File: src/hdl/credit_fifo.sv
`timescale 1ns/100ps

module credit_fifo #(
  parameter type payload_t = logic,
  parameter int  depth     = 4
) (
  input  logic     clk,
  input  logic     rst_n,
  input  logic     push,
  input  payload_t push_data,
  input  logic     pop,
  output payload_t head,
  output logic     empty,
  output logic     credit
);

  localparam int ptr_w = $clog2(depth);

  payload_t         mem [depth];
  logic [ptr_w-1:0] wr_ptr;
  logic [ptr_w-1:0] rd_ptr;
  logic [ptr_w:0]   count;

  assign empty = (count == '0);
  assign head  = mem[rd_ptr];

  // ring wraps at depth, which need not be a power of two
  always_ff @(posedge clk) begin
    if (!rst_n) begin
      wr_ptr <= '0;
      rd_ptr <= '0;
      count  <= '0;
      credit <= 1'b0;
    end else begin
      credit <= pop;
      if (push) begin
        wr_ptr <= (wr_ptr == ptr_w'(depth - 1)) ? '0 : wr_ptr + 1'b1;
      end
      if (pop) begin
        rd_ptr <= (rd_ptr == ptr_w'(depth - 1)) ? '0 : rd_ptr + 1'b1;
      end
      if (push && !pop) begin
        count <= count + 1'b1;
      end else if (pop && !push) begin
        count <= count - 1'b1;
      end
    end
  end

  always_ff @(posedge clk) begin
    if (push) begin
      mem[wr_ptr] <= push_data;
    end
  end

endmodule

File: config.mk
export PLATFORM = sky130hd
export DESIGN_NAME = credit_fifo
export DESIGN_NICKNAME = d
export VERILOG_FILES = /design/src/hdl/credit_fifo.sv
export SDC_FILE = /design/constraint.sdc
export NUM_CORES = 1
export LEC_CHECK = 0
export ABC_AREA = 1
export BUFFER_PORTS_ARGS = -buffer_cell sky130_fd_sc_hd__buf_2
export CORE_AREA = 2 2 39 41
export CTS_CLUSTER_SIZE = 8
export DETAILED_ROUTE_END_ITERATION = 10
export DIE_AREA = 0 0 41 43
export PLACE_DENSITY_LB_ADDON = 0.1
export SYNTH_ARGS = -nofsm -noshare
export SYNTH_HDL_FRONTEND = slang
export SYNTH_SLANG_ARGS = --single-unit
File: constraint.sdc
create_clock -name clk -period 2.8 [get_ports clk]
set_input_delay 0.56 -clock clk [delete_from_list [all_inputs] [get_ports clk]]
set_output_delay 0.56 -clock clk [all_outputs]
set_load 0.02 [all_outputs]
==> results by group, run 1 <==
Floorplan
  – Core box area: 0.00138 mm^2
  – I/O Pins: 8
  – Die Wd: 41 um
  – Die area: 0.00176 mm^2
  – Die Span Y: 43 um
  – Rows: 14
  – Starting Density: 47.0%

Logic synthesis
  – Largest area contributor in the netlist: dfxtp_1
  – Number of distinct library cells after synthesis: 18
  – Synth Area per Inst: 9.04 um^2
  – Commonest cells post-synth: nor2_1 (12), dfxtp_1 (10), inv_1 (9), nand2_1 (9)
  – Mapped cell area: 651 um^2
  – Sequential area share after synthesis: 49.2%
  – Post-synth EDFFs: 4
  – Synth warn: 0
  – Share of the synthesized area in the top cell type: 30.8%
  – Synth Net Count: 84
  – Synth Instances: 72
  – Most common cell in the synthesized netlist: nor2_1
  – Synth area leaders: dfxtp_1 (31%), edfxtp_1 (18%), ha_1 (12%)
  – Post-synth ARST share: 0%
  – Primary FF master, synth: dfxtp_1
  – Synthesis-stage register bit count: 14

Setup path
  – Stages on the worst setup path: 6
  – CP Buf/Inv Count: 2
  – Slowest-stage cell, CP: dfxtp_1
  – R2r worst-path depth: 7
  – Top delay family on crit path: flip-flops
  – CP Launch Type: flip-flop
  – Critical Path AT: 1.09 ns
  – Largest stage delay, worst path: 0.35 ns
  – CP required: 2.24 ns
  – CP Max Fanout: 3
  – Crit end category: output pin
  – Worst-path cell chain: inv_1 -> nor2_1 -> nor2_1 -> o21ai_1 -> o21ai_1 -> buf_2
  – Crit Path Class: reg -> out

Finish
  – Fillers: 129
  – N_diodes: 0
  – Layout net count: 95
  – Fraction of layout cells with a size suffix above 1: 22.0%
  – Multi-input combinational cell area: 263 um^2
  – Sequential cell area: 320 um^2
  – Syn-to-layout area delta: 10.8%
  – Fin cells: 98

Clock tree
  – Hold-fix buffers at CTS: 0
  – Clock Tree Buf Depth: 2
  – CTS HTree Levels: 1
  – Worst-Skew Late Latency: 0.27 ns
  – Clk pin slew, worst setup/hold paths: 0.09 ns
  – Post-CTS setup buffer count: 0
  – TritonCTS buffer count: 3
  – # resized after CTS: 0
  – Clk sinks: 14
  – CTS tree: done
  – Root Buffer: clkbuf_4

Drt
  – DRC viols: 0
  – Antenna viol nets, final: 0
  – Highest routed layer: met4
  – First DRT Iteration DRCs: 3
  – WL per Instance: 8.84 um
  – Final wirelength: 866 um
  – DR WL met3: 39 um
  – Routed wl met2: 358 um
  – Met1 WL: 454 um
  – First-pass DRT Iterations: 4
  – Vias per Instance: 4.44
  – Vias: 435

Pwr
  – Clk pwr share: 26.5%
  – PD cells: 604 mW/mm^2
  – LEAKAGE: 0.359 nW
  – Combinational share of power: 18.4%
  – Peak supply drop: 0.000288 V
  – Sw Share: 28.6%
  – Int Power: 0.311 mW
  – Reg power frac: 55.1%
  – Switching Power: 0.125 mW

Timing
  – # setup viols final: 0
  – Max_slew headroom: 88.7%
  – Actual slew at the worst max-slew pin: 0.168 ns
  – FMAX: 607 MHz
  – Final period util: 58.8%
  – Fin crit period: 1.65 ns
  – Setup Skew: 0.00471 ns
  – RSZ-0062 raised after global routing: no
  – Final hold violations: 0
  – Final Slew Violations: 0
  – Setup TNS: 0 ns

GRT
  – Initial antenna violation count: 0
  – Largest net degree at the start of global routing: 9
  – All-Layer GR Usage: 13.1%
  – First-pass GRT wire length: 1520 um
  – Number of global-route vias before repair: 396
  – Congestion Overflow GR: 0

Placed design
  – DP Cell Count: 94
  – RePlAce Congestion: 0.738
  – Detailed Place HPWL: 652 um
  – Number of buffers added on ports: 7

Min path
  – Worst Hold Class: in -> reg
  – Hold Path Depth: 3

Flow run
  – Max-Cap Viols: 0

Outcome
  – Status: finished, final reports clean
cell type report:
cell class | instances | share of cell area, %
Sequential cell | 14 | 44.4
Multi-Input combinational cell | 42 | 36.5
Tap cell | 16 | 2.78
Clock buffer | 3 | 3.13
Inverter | 15 | 7.81
Clock inverter | 1 | 0.521
Timing Repair Buffer | 7 | 4.86
per-stage QoR:
stage                     total power, mW  instance area, um^2  setup WS [ns]  util (%)  hold slack [ns]
after floorplan                     0.304                  651           1.21         -            0.500
after detailed placement            0.324                  694          0.982      50.2            0.522
after global routing                0.464                  721           1.09      52.1            0.493
after CTS                           0.439                  721           1.14      52.1            0.489
final                               0.435                  721           1.15      52.1            0.494
after global placement              0.322                  694           1.02      50.2            0.522
layer usage:
| layer | vias up | track usage [%] |
|---|---|---|
| met5 | - | 0 |
| met4 | 0 | 8.00 |
| met3 | 2 | 4.71 |
| met1 | 186 | 17.1 |
| met2 | 7 | 17.8 |
| li1 | 240 | - |
placed cells by master (no fill, tap or decap), drive strengths merged:
cell	n
inv	15
nor2	12
dfxtp	10
nand2	9
buf	7
ha	6
o21ai	5
edfxtp	4
clkbuf	3
nor3	3
a21oi	2
nand3	1
nand4	1
xnor2	1
xor2	1
fa	1
clkinv	1
cell families after synthesis:
kind of cell               count (synthesis)  synth area share, %
AOI/OAI and AO/OA                          7                 5.38
buffers and inverters                     16                 10.4
DFF                                       14                 49.2
adders and majority gates                  7                 14.6
xor gates and xnor gates                   2                 2.69
and+or+nand+nor                           26                 17.7
final timing paths:
check / endpoint / start / slack (ns)
setup / recovery: head / flip-flop / 1.15
hold / removal: credit / pop / 0.49
setup reg to reg: count[2] / count[0] / 1.54
hold reg to reg: count[1] / count[1] / 0.53
worst reg2reg max path, stage by stage (launching register included):
cell     delay, ns
dfxtp_1       0.35
fa_1          0.45
inv_1         0.07
nand2_1       0.07
nand3_1       0.09
nand2_1       0.05
inv_1         0.04
nor2_1        0.04
power by group through the flow:
stage	Combinational, mW	Sequential (mW)	Clock [mW]
after global placement	0.0782	0.244	0
after detailed placement	0.0800	0.244	0
after global routing	0.0941	0.243	0.127
after floorplan	0.0617	0.243	0
after CTS	0.0810	0.240	0.118
final	0.0799	0.240	0.115
Note: power is estimated with default switching activity, not from simulation.
==> run 2, diff against run 1 <==
--- a/config.mk
+++ b/config.mk
@@ -7,10 +7,9 @@
 export LEC_CHECK = 0
 export ABC_AREA = 1
 export BUFFER_PORTS_ARGS = -buffer_cell sky130_fd_sc_hd__buf_2
-export CORE_AREA = 2 2 39 41
+export CORE_UTILIZATION = 48
 export CTS_CLUSTER_SIZE = 8
 export DETAILED_ROUTE_END_ITERATION = 10
-export DIE_AREA = 0 0 41 43
 export PLACE_DENSITY_LB_ADDON = 0.1
 export SYNTH_ARGS = -nofsm -noshare
 export SYNTH_HDL_FRONTEND = slang
==> constraint.sdc (replaced) <==
create_clock -name clk -period 1.3 [get_ports clk]
set_input_delay 0.26 -clock clk [delete_from_list [all_inputs] [get_ports clk]]
set_output_delay 0.26 -clock clk [all_outputs]
set_load 0.02 [all_outputs]
==> results by group, run 2 (same netlist as run 1, synthesis figures left out) <==
Clock tree
  – Clk pin slew, worst setup/hold paths: 0.08 ns (was 0.09 ns)
  – CTS tree: done (unchanged)
  – Hold-fix buffers at CTS: 0 (unchanged)
  – TritonCTS buffer count: 3 (unchanged)
  – Clock Tree Buf Depth: 2 (unchanged)
  – Clk sinks: 14 (unchanged)
  – Root Buffer: clkbuf_4 (unchanged)
  – Post-CTS setup buffer count: 0 (unchanged)
  – CTS HTree Levels: 1 (unchanged)
  – Worst-Skew Late Latency: 0.27 ns (about the same)

Floorplan
  – Die Span Y: 38.8 um (was 43 um)
  – I/O Pins: 8 (unchanged)
  – Starting Density: 54.9% (was 47.0%)
  – Core box area: 0.00119 mm^2 (was 0.00138 mm^2)
  – Die Wd: 38.8 um (was 41 um)
  – Die area: 0.00151 mm^2 (was 0.00176 mm^2)
  – Rows: 12 (was 14)

Placed design
  – DP Cell Count: 95 (was 94)
  – Detailed Place HPWL: 685 um (was 652 um)
  – Number of buffers added on ports: 7 (unchanged)
  – RePlAce Congestion: 0.662 (was 0.738)
  – Post-Place Worst Slack: -0.168 ns (was 0.982 ns)

Drt
  – WL per Instance: 8.47 um (was 8.84 um)
  – Final wirelength: 839 um (was 866 um)
  – First-pass DRT Iterations: 2 (was 4)
  – First DRT Iteration DRCs: 3 (unchanged)
  – DRC viols: 0 (unchanged)
  – Antenna viol nets, final: 0 (unchanged)
  – Vias per Instance: 4.51 (was 4.44)
  – Vias: 446 (was 435)

Min path
  – Worst Hold Class: in -> reg (unchanged)
  – Hold Path Depth: 1 (was 3)

Finish
  – Fraction of layout cells with a size suffix above 1: 28.2% (was 22.0%)
  – Most common cell after layout, fill and taps aside: nor2_1 (unchanged)
  – Fillers: 116 (was 129)
  – Most frequent cells in the layout: nor2_1 (11), nand2_1 (9), dfxtp_1 (9) (was nor2_1 (12), dfxtp_1 (10), inv_1 (9), nand2_1 (9), buf_2 (7))
  – Syn-to-layout area delta: 14.8% (was 10.8%)
  – Multi-input combinational cell area: 265 um^2 (was 263 um^2)
  – Sequential cell area: 322 um^2 (was 320 um^2)
  – Layout net count: 98 (was 95)
  – N_diodes: 0 (unchanged)
  – Fin cells: 99 (was 98)

Timing
  – RSZ-0062 raised after global routing: yes (was no)
  – FMAX: 752 MHz
  – Final Slew Violations: 0 (unchanged)
  – Fin crit period: 1.33 ns
  – Final period util: 102%
  – Setup Skew: 0.00318 ns (was 0.00471 ns)
  – # setup viols final: 1 (was 0)
  – Max_slew headroom: 87.6% (was 88.7%)
  – Setup ws final: -0.0292 ns (was 1.15 ns)
  – Actual slew at the worst max-slew pin: 0.185 ns (was 0.168 ns)
  – Final hold violations: 0 (unchanged)
  – Setup TNS: -0.0292 ns (was 0 ns)

Pwr
  – Peak supply drop: 0.000686 V (was 0.000288 V)
  – PD cells: 1260 mW/mm^2 (was 604 mW/mm^2)
  – LEAKAGE: 0.374 nW (was 0.359 nW)

GRT
  – First-pass GRT wire length: 1500 um (was 1520 um)
  – Congestion Overflow GR: 0 (unchanged)
  – Initial antenna violation count: 0 (unchanged)
  – Largest net degree at the start of global routing: 9 (unchanged)
  – Number of global-route vias before repair: 387 (was 396)
  – All-Layer GR Usage: 16.1% (was 13.1%)

Setup path
  – Crit end category: output pin (unchanged)
  – CP Launch Type: flip-flop (unchanged)
  – R2r worst-path depth: 7 (unchanged)
  – CP Max Fanout: 3 (unchanged)
  – CP required: 1.04 ns (was 2.24 ns)
  – Critical Path AT: 1.07 ns (was 1.09 ns)
  – Crit Path Class: reg -> out (unchanged)

Outcome
  – Failing checks: setup timing
  – Status: complete, but fails checks (was finished, final reports clean)

Flow run
  – Max-Cap Viols: 0 (unchanged)
## run 2: final timing paths
kind                                start  slack [ns]        to
worst max-delay path            flip-flop       -0.03      head
worst max register to register   count[0]        0.09  count[2]
worst min-delay path            push_data        0.19    mem[1]
worst min register to register   count[1]        0.53  count[1]
## run 2: final cells by class
| type | count | share of cell area [%] |
|---|---|---|
| Inverter | 15 | 7.54 |
| Timing Repair Buffer | 10 | 8.04 |
| Multi-Input combinational cell | 42 | 35.5 |
| Sequential cell | 14 | 43.0 |
| Tap cell | 14 | 2.35 |
| Clock inverter | 1 | 0.503 |
| Clock buffer | 3 | 3.02 |
## run 2: layer usage
layer / share of wire [%] / wire [um] / vias to the layer above / global-route usage (%)
met5: 0 / 0 / - / 0
met4: 1.7 / 14 / 0 / 7.76
met3: 6.1 / 51 / 2 / 10.4
met2: 44 / 369 / 8 / 25.4
met1: 48 / 404 / 187 / 16.4
li1: - / - / 249 / -
## run 2: metrics by stage
stage | utilization (%) | area [um^2] | hold WS [ns] | power (mW)
2_1_floorplan | - | 651 | 0.353 | 0.656
3_3_place_gp | 60.2 | 714 | 0.478 | 0.701
3_5_place_dp | 60.2 | 714 | 0.475 | 0.707
4_1_cts | 62.6 | 742 | 0.183 | 0.948
5_1_grt | 63.0 | 747 | 0.180 | 1.01
6_report | 63.0 | 747 | 0.193 | 0.940
## run 2: what timing repair did
item,in CTS,in global routing
resized for setup,1,3
pin swaps,0,1
setup endpoints to repair,1,1
## run 2: critical path, cell delays in order (launching register included)
cell	delay, ns
dfxtp_2	0.35
inv_2	0.04
nor2_2	0.08
nor2_1	0.04
o21ai_1	0.06
o21ai_1	0.07
buf_4	0.15
## run 2: where the power goes
group	switching [mW]	internal (mW)	total, mW
Sequential	0.0295	0.488	0.517
Combinational	0.102	0.0794	0.181
Clock	0.130	0.111	0.242
