===== config.mk =====
export PLATFORM = sky130hd
export DESIGN_NAME = rv_decode
export DESIGN_NICKNAME = d
export VERILOG_FILES = /design/src/hdl/rv_isa_pkg.sv /design/src/hdl/rv_link_pkg.sv /design/src/hdl/rv_decode.sv
export SDC_FILE = /design/constraint.sdc
export NUM_CORES = 1
export LEC_CHECK = 0
export BUFFER_PORTS_ARGS = -buffer_cell sky130_fd_sc_hd__buf_2
export CAP_MARGIN = 20
export CORE_ASPECT_RATIO = 0.8
export CORE_MARGIN = 1.5
export CORE_UTILIZATION = 49
export DETAILED_ROUTE_END_ITERATION = 12
export GPL_ROUTABILITY_DRIVEN = 0
export HOLD_SLACK_MARGIN = 0.06
export PLACE_DENSITY = 0.88
export RECOVER_POWER = 50
export SLEW_MARGIN = 25
export SYNTH_ARGS = -nofsm -noshare
export SYNTH_HDL_FRONTEND = slang
export SYNTH_SLANG_ARGS = --single-unit

===== constraint.sdc =====
create_clock -name clk -period 12.7 [get_ports clk]
set_clock_uncertainty 0.05 [all_clocks]
set_input_delay 0.635 -clock clk [delete_from_list [all_inputs] [get_ports clk]]
set_output_delay 0.635 -clock clk [all_outputs]
set_load 0.005 [all_outputs]

===== src/hdl/rv_isa_pkg.sv =====
package rv_isa_pkg;

  localparam int xlen = 64;

  // major opcodes
  localparam logic [6:0] op_lui    = 7'b0110111;
  localparam logic [6:0] op_auipc  = 7'b0010111;
  localparam logic [6:0] op_jal    = 7'b1101111;
  localparam logic [6:0] op_jalr   = 7'b1100111;
  localparam logic [6:0] op_branch = 7'b1100011;
  localparam logic [6:0] op_load   = 7'b0000011;
  localparam logic [6:0] op_store  = 7'b0100011;
  localparam logic [6:0] op_imm    = 7'b0010011;
  localparam logic [6:0] op_reg    = 7'b0110011;
  localparam logic [6:0] op_reg32  = 7'b0111011;

  localparam logic [2:0] f3_add = 3'b000;
  localparam logic [2:0] f3_sll = 3'b001;
  localparam logic [2:0] f3_bne = 3'b001;
  localparam logic [2:0] f3_lw  = 3'b010;
  localparam logic [2:0] f3_d   = 3'b011;
  localparam logic [2:0] f3_lbu = 3'b100;

  localparam logic [6:0] f7_base = 7'b0000000;
  localparam logic [6:0] f7_sub  = 7'b0100000;

  localparam logic [31:0] ebreak_word = 32'h0010_0073;

  typedef enum logic [2:0] {
    alu_add,
    alu_sub,
    alu_addw,
    alu_sll,
    alu_pass_b,
    alu_ne
  } alu_op_e;

  typedef enum logic [2:0] {
    mem_none,
    mem_ld,
    mem_lw,
    mem_lbu,
    mem_sd
  } mem_op_e;

  typedef enum logic [1:0] {
    wb_alu,
    wb_link,
    wb_mem,
    wb_none
  } wb_sel_e;

  typedef struct packed {
    logic [xlen-1:0] pc;
    logic [4:0]      rd;
    logic [4:0]      rs1;
    logic [4:0]      rs2;
    logic [xlen-1:0] imm;
    alu_op_e         alu_op;
    logic            a_is_pc;
    logic            b_is_imm;
    mem_op_e         mem_op;
    wb_sel_e         wb_sel;
    logic            is_jal;
    logic            is_jalr;
    logic            is_bne;
    logic            is_ebreak;
  } uop_t;

endpackage


===== src/hdl/rv_link_pkg.sv =====
package rv_link_pkg;

  localparam int inst_credits   = 4;
  localparam int retire_credits = 4;

  // counters must hold the full initial value
  localparam int inst_credit_w   = $clog2(inst_credits + 1);
  localparam int retire_credit_w = $clog2(retire_credits + 1);

  typedef struct packed {
    logic [63:0] pc;
    logic [31:0] word;
  } inst_msg_t;

  typedef struct packed {
    logic [63:0]          pc;
    logic [4:0]           rd;
    rv_isa_pkg::mem_op_e  mem_op;
    rv_isa_pkg::wb_sel_e  wb_sel;
    logic                 is_ebreak;
    logic [63:0]          alu;
    logic [63:0]          store_data;
    logic [63:0]          mem_addr;
    logic [63:0]          dnpc;
  } ex_rec_t;

  typedef struct packed {
    logic [63:0] pc;
    logic [63:0] dnpc;
    logic [4:0]  rd;
    logic        wen;
    logic [63:0] wdata;
    logic        halt;
    logic        halt_status;
  } retire_msg_t;

  typedef struct packed {
    logic        valid;
    logic [4:0]  rd;
    logic [63:0] value;
  } bypass_t;

endpackage


===== src/hdl/rv_decode.sv =====
`timescale 1ns/100ps

module rv_decode (
  input  logic                   clk,
  input  logic                   rst_n,
  input  logic                   empty,
  input  rv_link_pkg::inst_msg_t head,
  input  logic                   retire_credit,
  output logic                   pop,
  output rv_isa_pkg::uop_t       uop,
  output logic                   uop_valid,
  output logic                   retire_issue
);

  logic [rv_link_pkg::retire_credit_w-1:0] credits;
  logic [31:0]      word;
  logic [6:0]       opcode;
  logic [2:0]       funct3;
  logic [6:0]       funct7;
  logic [63:0]      imm_i;
  logic [63:0]      imm_u;
  logic [63:0]      imm_j;
  logic [63:0]      imm_b;
  logic [63:0]      imm_s;
  rv_isa_pkg::uop_t dec;

  assign pop          = !empty && (credits != '0);
  assign retire_issue = pop;

  assign word   = head.word;
  assign opcode = word[6:0];
  assign funct3 = word[14:12];
  assign funct7 = word[31:25];

  assign imm_i = {{52{word[31]}}, word[31:20]};
  assign imm_u = {{32{word[31]}}, word[31:12], 12'b0};
  assign imm_j = {{43{word[31]}}, word[31], word[19:12], word[20], word[30:21], 1'b0};
  assign imm_b = {{51{word[31]}}, word[31], word[7], word[30:25], word[11:8], 1'b0};
  assign imm_s = {{52{word[31]}}, word[31:25], word[11:7]};

  // unknown words fall through as no-ops with rd cleared
  always_comb begin
    dec        = '0;
    dec.pc     = head.pc;
    dec.rs1    = word[19:15];
    dec.rs2    = word[24:20];
    dec.alu_op = rv_isa_pkg::alu_add;
    dec.mem_op = rv_isa_pkg::mem_none;
    dec.wb_sel = rv_isa_pkg::wb_none;
    case (opcode)
      rv_isa_pkg::op_lui: begin
        dec.rd       = word[11:7];
        dec.imm      = imm_u;
        dec.b_is_imm = 1'b1;
        dec.alu_op   = rv_isa_pkg::alu_pass_b;
        dec.wb_sel   = rv_isa_pkg::wb_alu;
      end
      rv_isa_pkg::op_auipc: begin
        dec.rd       = word[11:7];
        dec.imm      = imm_u;
        dec.a_is_pc  = 1'b1;
        dec.b_is_imm = 1'b1;
        dec.wb_sel   = rv_isa_pkg::wb_alu;
      end
      rv_isa_pkg::op_jal: begin
        dec.rd     = word[11:7];
        dec.imm    = imm_j;
        dec.is_jal = 1'b1;
        dec.wb_sel = rv_isa_pkg::wb_link;
      end
      rv_isa_pkg::op_jalr: begin
        if (funct3 == rv_isa_pkg::f3_add) begin
          dec.rd      = word[11:7];
          dec.imm     = imm_i;
          dec.is_jalr = 1'b1;
          dec.wb_sel  = rv_isa_pkg::wb_link;
        end
      end
      rv_isa_pkg::op_branch: begin
        if (funct3 == rv_isa_pkg::f3_bne) begin
          dec.imm    = imm_b;
          dec.alu_op = rv_isa_pkg::alu_ne;
          dec.is_bne = 1'b1;
        end
      end
      rv_isa_pkg::op_load: begin
        dec.rd  = word[11:7];
        dec.imm = imm_i;
        case (funct3)
          rv_isa_pkg::f3_d:   dec.mem_op = rv_isa_pkg::mem_ld;
          rv_isa_pkg::f3_lw:  dec.mem_op = rv_isa_pkg::mem_lw;
          rv_isa_pkg::f3_lbu: dec.mem_op = rv_isa_pkg::mem_lbu;
          default:            dec.rd     = 5'd0;
        endcase
        if (dec.mem_op != rv_isa_pkg::mem_none) begin
          dec.wb_sel = rv_isa_pkg::wb_mem;
        end
      end
      rv_isa_pkg::op_store: begin
        if (funct3 == rv_isa_pkg::f3_d) begin
          dec.imm    = imm_s;
          dec.mem_op = rv_isa_pkg::mem_sd;
        end
      end
      rv_isa_pkg::op_imm: begin
        if (funct3 == rv_isa_pkg::f3_add) begin
          dec.rd       = word[11:7];
          dec.imm      = imm_i;
          dec.b_is_imm = 1'b1;
          dec.wb_sel   = rv_isa_pkg::wb_alu;
        end else if (funct3 == rv_isa_pkg::f3_sll && word[31:26] == 6'b0) begin
          dec.rd       = word[11:7];
          dec.imm      = imm_i;
          dec.b_is_imm = 1'b1;
          dec.alu_op   = rv_isa_pkg::alu_sll;
          dec.wb_sel   = rv_isa_pkg::wb_alu;
        end
      end
      rv_isa_pkg::op_reg: begin
        if (funct3 == rv_isa_pkg::f3_add && funct7 == rv_isa_pkg::f7_base) begin
          dec.rd     = word[11:7];
          dec.wb_sel = rv_isa_pkg::wb_alu;
        end else if (funct3 == rv_isa_pkg::f3_add && funct7 == rv_isa_pkg::f7_sub) begin
          dec.rd     = word[11:7];
          dec.alu_op = rv_isa_pkg::alu_sub;
          dec.wb_sel = rv_isa_pkg::wb_alu;
        end
      end
      rv_isa_pkg::op_reg32: begin
        if (funct3 == rv_isa_pkg::f3_add && funct7 == rv_isa_pkg::f7_base) begin
          dec.rd     = word[11:7];
          dec.alu_op = rv_isa_pkg::alu_addw;
          dec.wb_sel = rv_isa_pkg::wb_alu;
        end
      end
      default: begin
        dec.is_ebreak = (word == rv_isa_pkg::ebreak_word);
      end
    endcase
  end

  // retire slots: reserved at issue, returned by the consumer
  always_ff @(posedge clk) begin
    if (!rst_n) begin
      credits   <= rv_link_pkg::retire_credit_w'(rv_link_pkg::retire_credits);
      uop_valid <= 1'b0;
    end else begin
      uop_valid <= pop;
      if (pop && !retire_credit) begin
        credits <= credits - 1'b1;
      end else if (!pop && retire_credit) begin
        credits <= credits + 1'b1;
      end
    end
  end

  always_ff @(posedge clk) begin
    if (pop) begin
      uop <= dec;
    end
  end

endmodule


==> results of run 1 <==
-- sequential cells by signal (all words and copies together) (netlist names) --
name       flops
credits        3
uop          125
uop_valid      1
-- metrics by stage --
stage,utilization [%],hold slack [ns],setup WS [ns]
floorplan,-,0.426,4.86
global placement,61.7,0.438,9.27
detailed placement,61.7,0.460,9.21
CTS,67.8,0.346,9.09
global route,66.7,0.342,7.95
finish,66.7,0.354,8.27
-- kinds of logic (layout without fill, tap and decap cells) --
| group | count (synthesis) | in the layout | synth area share [%] |
|---|---|---|---|
| AOI/OAI and AO/OA | 48 | 48 | 7.16 |
| buffers and inverters | 51 | 300 | 6.45 |
| xor gates and xnor gates | 4 | 4 | 0.682 |
| DFF | 129 | 129 | 74.6 |
| and+or+nand+nor | 93 | 93 | 10.5 |
| adders and majority gates | 2 | 2 | 0.633 |
-- cells in the mapped netlist, drive strengths merged (2+ instances only) --
library cell and count:
edfxtp 125, a21oi 7, nand4 4, xnor2 3, a21o 19, dfxtp 4
a22oi 2, nor2b 12, nand2 12, nor2 15, buf 36, or3 4
nor3 17, clkbuf 8, nand2b 3, nor4 7, and2 5, a22o 4
nand3 3, inv 7, o31ai 3, o21ai 6, or2 3
-- per-layer routing --
metal | vias up | wire length [um]
met3 | 16 | 1230
li1 | 1680 | -
met2 | 223 | 7040
met5 | - | 0
met4 | 0 | 228
met1 | 1793 | 4880
-- power by group through the flow --
stage / registers, uW / logic, uW / clock network, uW
finish: 526 / 106 / 505
global route: 530 / 116 / 528
floorplan: 546 / 45.6 / 0
detailed placement: 534 / 111 / 0
global placement: 532 / 107 / 0
CTS: 526 / 112 / 509
-- worst paths after layout --
check,startpoint,endpoint
max reg2reg,credits[0]$_SDFFE_PN0P_,credits[2]$_SDFFE_PN1P_
min,head[76],uop[137]$_DFFE_PN_
min reg2reg,credits[2]$_SDFFE_PN1P_,credits[2]$_SDFFE_PN1P_
max,credits[0]$_SDFFE_PN0P_,retire_issue
-- critical path: stages (launching register included) --
cell	delay (ns)
sky130_fd_sc_hd__dfxtp_1	0.38
sky130_fd_sc_hd__nor3_1	0.06
sky130_fd_sc_hd__nor2_1	1.09
sky130_fd_sc_hd__clkbuf_1	0.83
sky130_fd_sc_hd__buf_6	0.70
sky130_fd_sc_hd__buf_2	0.24
-- layout make-up --
class / instances / area (sq um) / share of cell area, %
Inverter: 7 / 26.3 / 0.385
Clock inverter: 15 / 191 / 2.80
Tap cell: 140 / 175 / 2.57
Clock buffer: 17 / 425 / 6.23
Multi-Input combinational cell: 147 / 965 / 14.1
Timing Repair Buffer: 261 / 1210 / 17.7
Sequential cell: 129 / 3830 / 56.2
==> metrics.log, run 1 <==
INFO  metric hold_path_class = in -> reg
INFO  metric post_cts_buffers = 0
INFO  metric vias = 3712
INFO  metric timing.max_slew.rel_slack = 1.08%
INFO  metric synthesis.nets = approximately 430
INFO  metric synthDistinctLibCells = 45
INFO  metric cts_htree_levels = 4
INFO  metric pin_count = 260
INFO  metric clk_pin_slew = 0.06 ns
INFO  metric synthTopCellsByArea = sky130_fd_sc_hd__edfxtp_1 73%, sky130_fd_sc_hd__buf_4 4.8%, sky130_fd_sc_hd__a21o_1 2.8%, sky130_fd_sc_hd__nor3_1 1.7%, sky130_fd_sc_hd__dfxtp_1 1.6%
INFO  metric seq_power_share = approximately 46%
INFO  metric first_global_vias = 3443
INFO  metric max_freq = 0.226 GHz
INFO  metric detail_route.iter0.violations = 352
INFO  metric worst_setup_path_start_kind = flip-flop
INFO  metric pin_count_of_the_biggest_net_entering_global_routing = between 90 and 100
INFO  metric worst_skew_pair.late_latency = 0.40 ns
INFO  metric detail_route.wl_per_cell = 18.7 um
INFO  metric depth_of_the_worst_register_to_register_path = 9
INFO  metric tritoncts_clock_tree = yes
INFO  metric netlist_area = 5140 sq um
INFO  metric synth_seq_cells = 129
INFO  metric reg2reg_setup_slack = around 8.9 ns
INFO  metric power.total = 1140 uW
INFO  metric violations_in_the_final_reports = capacitance limit
INFO  metric row_count = 33
INFO  metric power.combinational.fraction = 9.3%
INFO  metric layoutNonFillerInstCount = around 700
INFO  metric post_synth_inst_count = between 300 and 400
INFO  metric synth_top_area_cell = sky130_fd_sc_hd__edfxtp_1
INFO  metric global_route_wire_length_before_repair = 18900 um
INFO  metric setup-tns-final = 0 ns
INFO  metric rsz0062_at_grt = false
INFO  metric dpl_cell_area = 6320 sq um
INFO  metric number_of_buffers_inserted_for_hold_repair_after_clock_tree_synthesis = 0
INFO  metric avgSynthCellArea = between 15 and 20 sq um
INFO  metric area.growth.synth_to_final = 32.8%
INFO  metric grt_use_met1 = 27.8%
INFO  metric initial_cell_density_of_the_core = 50.2%
INFO  metric power.switching = 267 uW
INFO  metric synth_enable_flop_cells = 125
INFO  metric setup_violations = 0
INFO  metric finalMaxSlewViolations = 0
INFO  metric synth_top_area_share = 73.0%
INFO  metric synth-main-ff-cell = sky130_fd_sc_hd__edfxtp_1
INFO  metric final_cell_area = 6830 sq um
INFO  metric p_per_area = approximately 170 nW/um^2
INFO  metric inserted_clock_buffers = 17
INFO  metric core_region_area = 10200 sq um
INFO  metric dr.pass1.iters = 5
INFO  metric numPortBuffers = 259
INFO  metric finalNetCount = ~670
INFO  metric top_usage_layer = met2
INFO  metric ir_worst_vdd = 0.0975 mV
INFO  metric worst_slew_pin_slew = ~1.5 ns
INFO  metric post-place-cells = 683
INFO  metric power_switching_share = 23.5%
INFO  metric global_route.usage.met3 = between 6 and 7%
INFO  metric power_report.internal_total = 870 uW
INFO  metric ctsResizeCount = 0
INFO  metric setup.worst_path.end_class = primary output
INFO  metric residual_overflow_from_global_routing = 0
INFO  metric final-hold-violation-count = 0
INFO  metric pwr-share-clk = 44.4%
INFO  metric synth-seq-area-share = 74.6%
INFO  metric finalCritPeriodShare = 34.9%
INFO  metric viasPerCell = 5.18
INFO  metric timing.max_cap.violations = 1
INFO  metric initial_antenna_violation_count = 0
INFO  metric post_route_minimum_period = roughly 4.4 ns
INFO  metric grt.met2_usage = 40.5%
INFO  metric clock-root-buffer = sky130_fd_sc_hd__clkbuf_16
INFO  metric synth-warning-count = 0
INFO  metric clock_path_buffers = 2
INFO  metric whs_path_depth = 1
INFO  metric antenna_cells = 0
INFO  metric worst-setup-path-type = reg -> out
INFO  metric critPathArrivalTime = 3.75 ns
INFO  metric critical_path.max_fanout = 92
INFO  metric wl = 13400 um
INFO  metric result_of_the_run = finished with violations
INFO  metric required_time_of_the_worst_setup_path = ~12 ns
INFO  metric drtAntennaViolNets = 0
INFO  metric overall_fraction_of_global_route_tracks_in_use = 23.0%
INFO  metric mostFrequentLayoutCell = sky130_fd_sc_hd__buf_2
INFO  metric power_leakage = 0.00285 uW
INFO  metric final.fill_count = 750
INFO  metric floorplan.die_area = about 11000 sq um
INFO  metric dp_hpwl = about 9500 um
INFO  metric cts_num_sinks = 129
INFO  metric proportion_of_register_bits_with_asynchronous_set_or_reset_after_synthesis = 0%
INFO  metric drt_drc_violations_left = 0
INFO  metric die_y = 94.6 um
INFO  metric final_layout_size_suffix_gt1_share = between 30% and 40%
INFO  metric most_frequent_cells_in_the_layout = 177 x sky130_fd_sc_hd__buf_2, 125 x sky130_fd_sc_hd__edfxtp_1, 82 x sky130_fd_sc_hd__clkbuf_1, 19 x sky130_fd_sc_hd__a21o_1
INFO  metric die-width = 118 um
Power figures use the tool's default switching activity.
==> run 2: changes to the inputs <==
Settings changed: CORE_UTILIZATION 49 to 41, PLACE_DENSITY 0.88 to 0.79.
Clock period 12.7 ns to 3.85 ns, I/O delays scaled along.
==> metrics.log, run 2 (synthesis results as in run 1) <==
INFO  metric setup-tns-final = 0 ns
INFO  metric setup_violations = 0
INFO  metric die_y = 103 um
INFO  metric cts_htree_levels = 4
INFO  metric final-hold-violation-count = 0
INFO  metric finalNetCount = 745
INFO  metric initial_cell_density_of_the_core = a little over two fifths
INFO  metric finalMaxSlewViolations = 0
INFO  metric ir_worst_vdd = ~0.35 mV
INFO  metric inserted_clock_buffers = 17
INFO  metric viasPerCell = 4.92
INFO  metric mostFrequentLayoutCell = sky130_fd_sc_hd__buf_2
INFO  metric fin_hold_ws = 0.0709 ns
INFO  metric post_route_minimum_period = 2.49 ns
INFO  metric residual_overflow_from_global_routing = 0
INFO  metric hold_path_class = in -> reg
INFO  metric row_count = 36
INFO  metric detail_route.iter0.violations = 320
INFO  metric drtAntennaViolNets = 0
INFO  metric critical_path.max_fanout = 5
INFO  metric worst-setup-path-type = in -> reg
INFO  metric pin_count_of_the_biggest_net_entering_global_routing = 56
INFO  metric dp_hpwl = 10400 um
INFO  metric dpl_cell_area = about 6400 sq um
INFO  metric final_cell_area = 7620 sq um
INFO  metric timing.max_cap.violations = 0
INFO  metric core_region_area = between 10000 and 15000 sq um
INFO  metric critPathArrivalTime = around 2.7 ns
INFO  metric tritoncts_clock_tree = yes
INFO  metric overall_fraction_of_global_route_tracks_in_use = 23.5%
INFO  metric largest_register = uop
INFO  metric clk_pin_slew = 0.06 ns
INFO  metric leading_registers_by_flop_count = uop x125, credits x3, uop_valid x1
INFO  metric dr.pass1.iters = 5
INFO  metric finalCritPeriodShare = 64.6%
INFO  metric postLayoutCoreUtil = 62.4%
INFO  metric clock-root-buffer = sky130_fd_sc_hd__clkbuf_16
INFO  metric crit-reg2reg-launch = credits[0]$_SDFFE_PN0P_
INFO  metric power_leakage = 0.00307 uW
INFO  metric startpoint = head[26]
INFO  metric setup.worst_path.end_class = flip-flop
INFO  metric clock_path_buffers = 2
INFO  metric cts_num_sinks = 129
INFO  metric initial_antenna_violation_count = 0
INFO  metric area.growth.synth_to_final = 48.3%
INFO  metric numPortBuffers = 259
INFO  metric reg2reg_to = credits[2]$_SDFFE_PN1P_
INFO  metric required_time_of_the_worst_setup_path = 4.01 ns
INFO  metric final.fill_count = 975
INFO  metric worst_slew_pin_slew = 0.925 ns
INFO  metric die-width = 128 um
INFO  metric grt.met2_usage = 39.2%
INFO  metric depth_of_the_worst_register_to_register_path = 8
INFO  metric most_frequent_cells_in_the_layout = 129 x sky130_fd_sc_hd__buf_2, 126 x sky130_fd_sc_hd__clkbuf_1, 125 x sky130_fd_sc_hd__edfxtp_1, 80 x sky130_fd_sc_hd__dlygate4sd3_1, 19 x sky130_fd_sc_hd__a21o_1
INFO  metric post_cts_buffers = 0
INFO  metric worst_setup_path_start_kind = input port
INFO  metric vias = 4074
INFO  metric pin_count = 260
INFO  metric wl = between 15000 and 20000 um
INFO  metric post_layout_worst_setup_margin = 1.36 ns
INFO  metric reg2reg_setup_slack = 1.51 ns
INFO  metric preCtsSetupSlack = 1.39 ns
INFO  metric top_usage_layer = met2
INFO  metric detail_route.wl_per_cell = 19.4 um
INFO  metric drt_drc_violations_left = 0
INFO  metric global_route_wire_length_before_repair = roughly 23000 um
INFO  metric largest_register_ff_count = between 100 and 150
INFO  metric first_global_vias = 3936
INFO  metric endpoint = uop[76]$_DFFE_PN_
INFO  metric p_per_area = about 510 nW/um^2
INFO  metric grt_use_met1 = 28.8%
INFO  metric worst_skew_pair.late_latency = 0.41 ns
INFO  metric timing.max_slew.rel_slack = 38.1%
INFO  metric final_layout_size_suffix_gt1_share = 26.7%
INFO  metric global_route.usage.met3 = a little over 7%
INFO  metric result_of_the_run = finished clean
INFO  metric max_freq = 0.402 GHz
INFO  metric floorplan.die_area = around 13000 sq um
INFO  metric rsz0062_at_grt = false
## run 2: what timing repair did
item,CTS,global route
hold endpoints to repair,86,0
hold buffers,80,0
gates resized for setup,0,0
## run 2: per-layer routing
layer | vias up | part of all wire [%]
li1 | 1845 | -
met1 | 1966 | 38
met2 | 224 | 51
met3 | 39 | 7.2
met4 | 0 | 3.0
met5 | - | 0
## run 2: worst min-delay path by stage
stage | from | end | slack, ns | cells past startpoint
finish | head[11] | uop[18]$_DFFE_PN_ | 0.07 | 2
global route | head[25] | uop[39]$_DFFE_PN_ | 0.06 | 2
CTS | head[25] | uop[39]$_DFFE_PN_ | 0.06 | 2
detailed placement | head[68] | uop[129]$_DFFE_PN_ | 0.32 | 1
global placement | head[34] | uop[95]$_DFFE_PN_ | 0.32 | 1
floorplan | rst_n | credits[2]$_SDFFE_PN1P_ | 0.21 | 1
## run 2: through the flow
stage | cells | power, uW
2_1_floorplan | 327 | 1930
3_3_place_gp | 715 | 2120
3_5_place_dp | 715 | 2140
4_1_cts | 827 | 3880
5_1_grt | 827 | 3990
6_report | 828 | 3860
## run 2: area by class of cell
class	instances	area (sq um)	share of cell area [%]
sequential	129	3830	50.3
antenna	1	2.50	0.0328
clock inverter	15	198	2.59
tap	171	214	2.81
inverter	7	26.3	0.345
clock buffer	17	425	5.58
multi-input combinational	147	972	12.8
timing repair buffer	341	1950	25.6
## run 2: critical path, stage by stage
cell,delay [ns]
sky130_fd_sc_hd__dlygate4sd3_1,0.53
sky130_fd_sc_hd__buf_2,0.14
sky130_fd_sc_hd__nor3_1,0.66
sky130_fd_sc_hd__a21oi_1,0.21
sky130_fd_sc_hd__nor3b_2,0.28
sky130_fd_sc_hd__nor3_1,0.18
sky130_fd_sc_hd__a2111oi_2,0.44
## run 2: power by group
| group | switching (uW) | internal (uW) | leakage, uW |
|---|---|---|---|
| sequential | 49.1 | 1690 | 0.00127 |
| clock | 662 | 1040 | 0.000310 |
| combinational | 235 | 183 | 0.00149 |
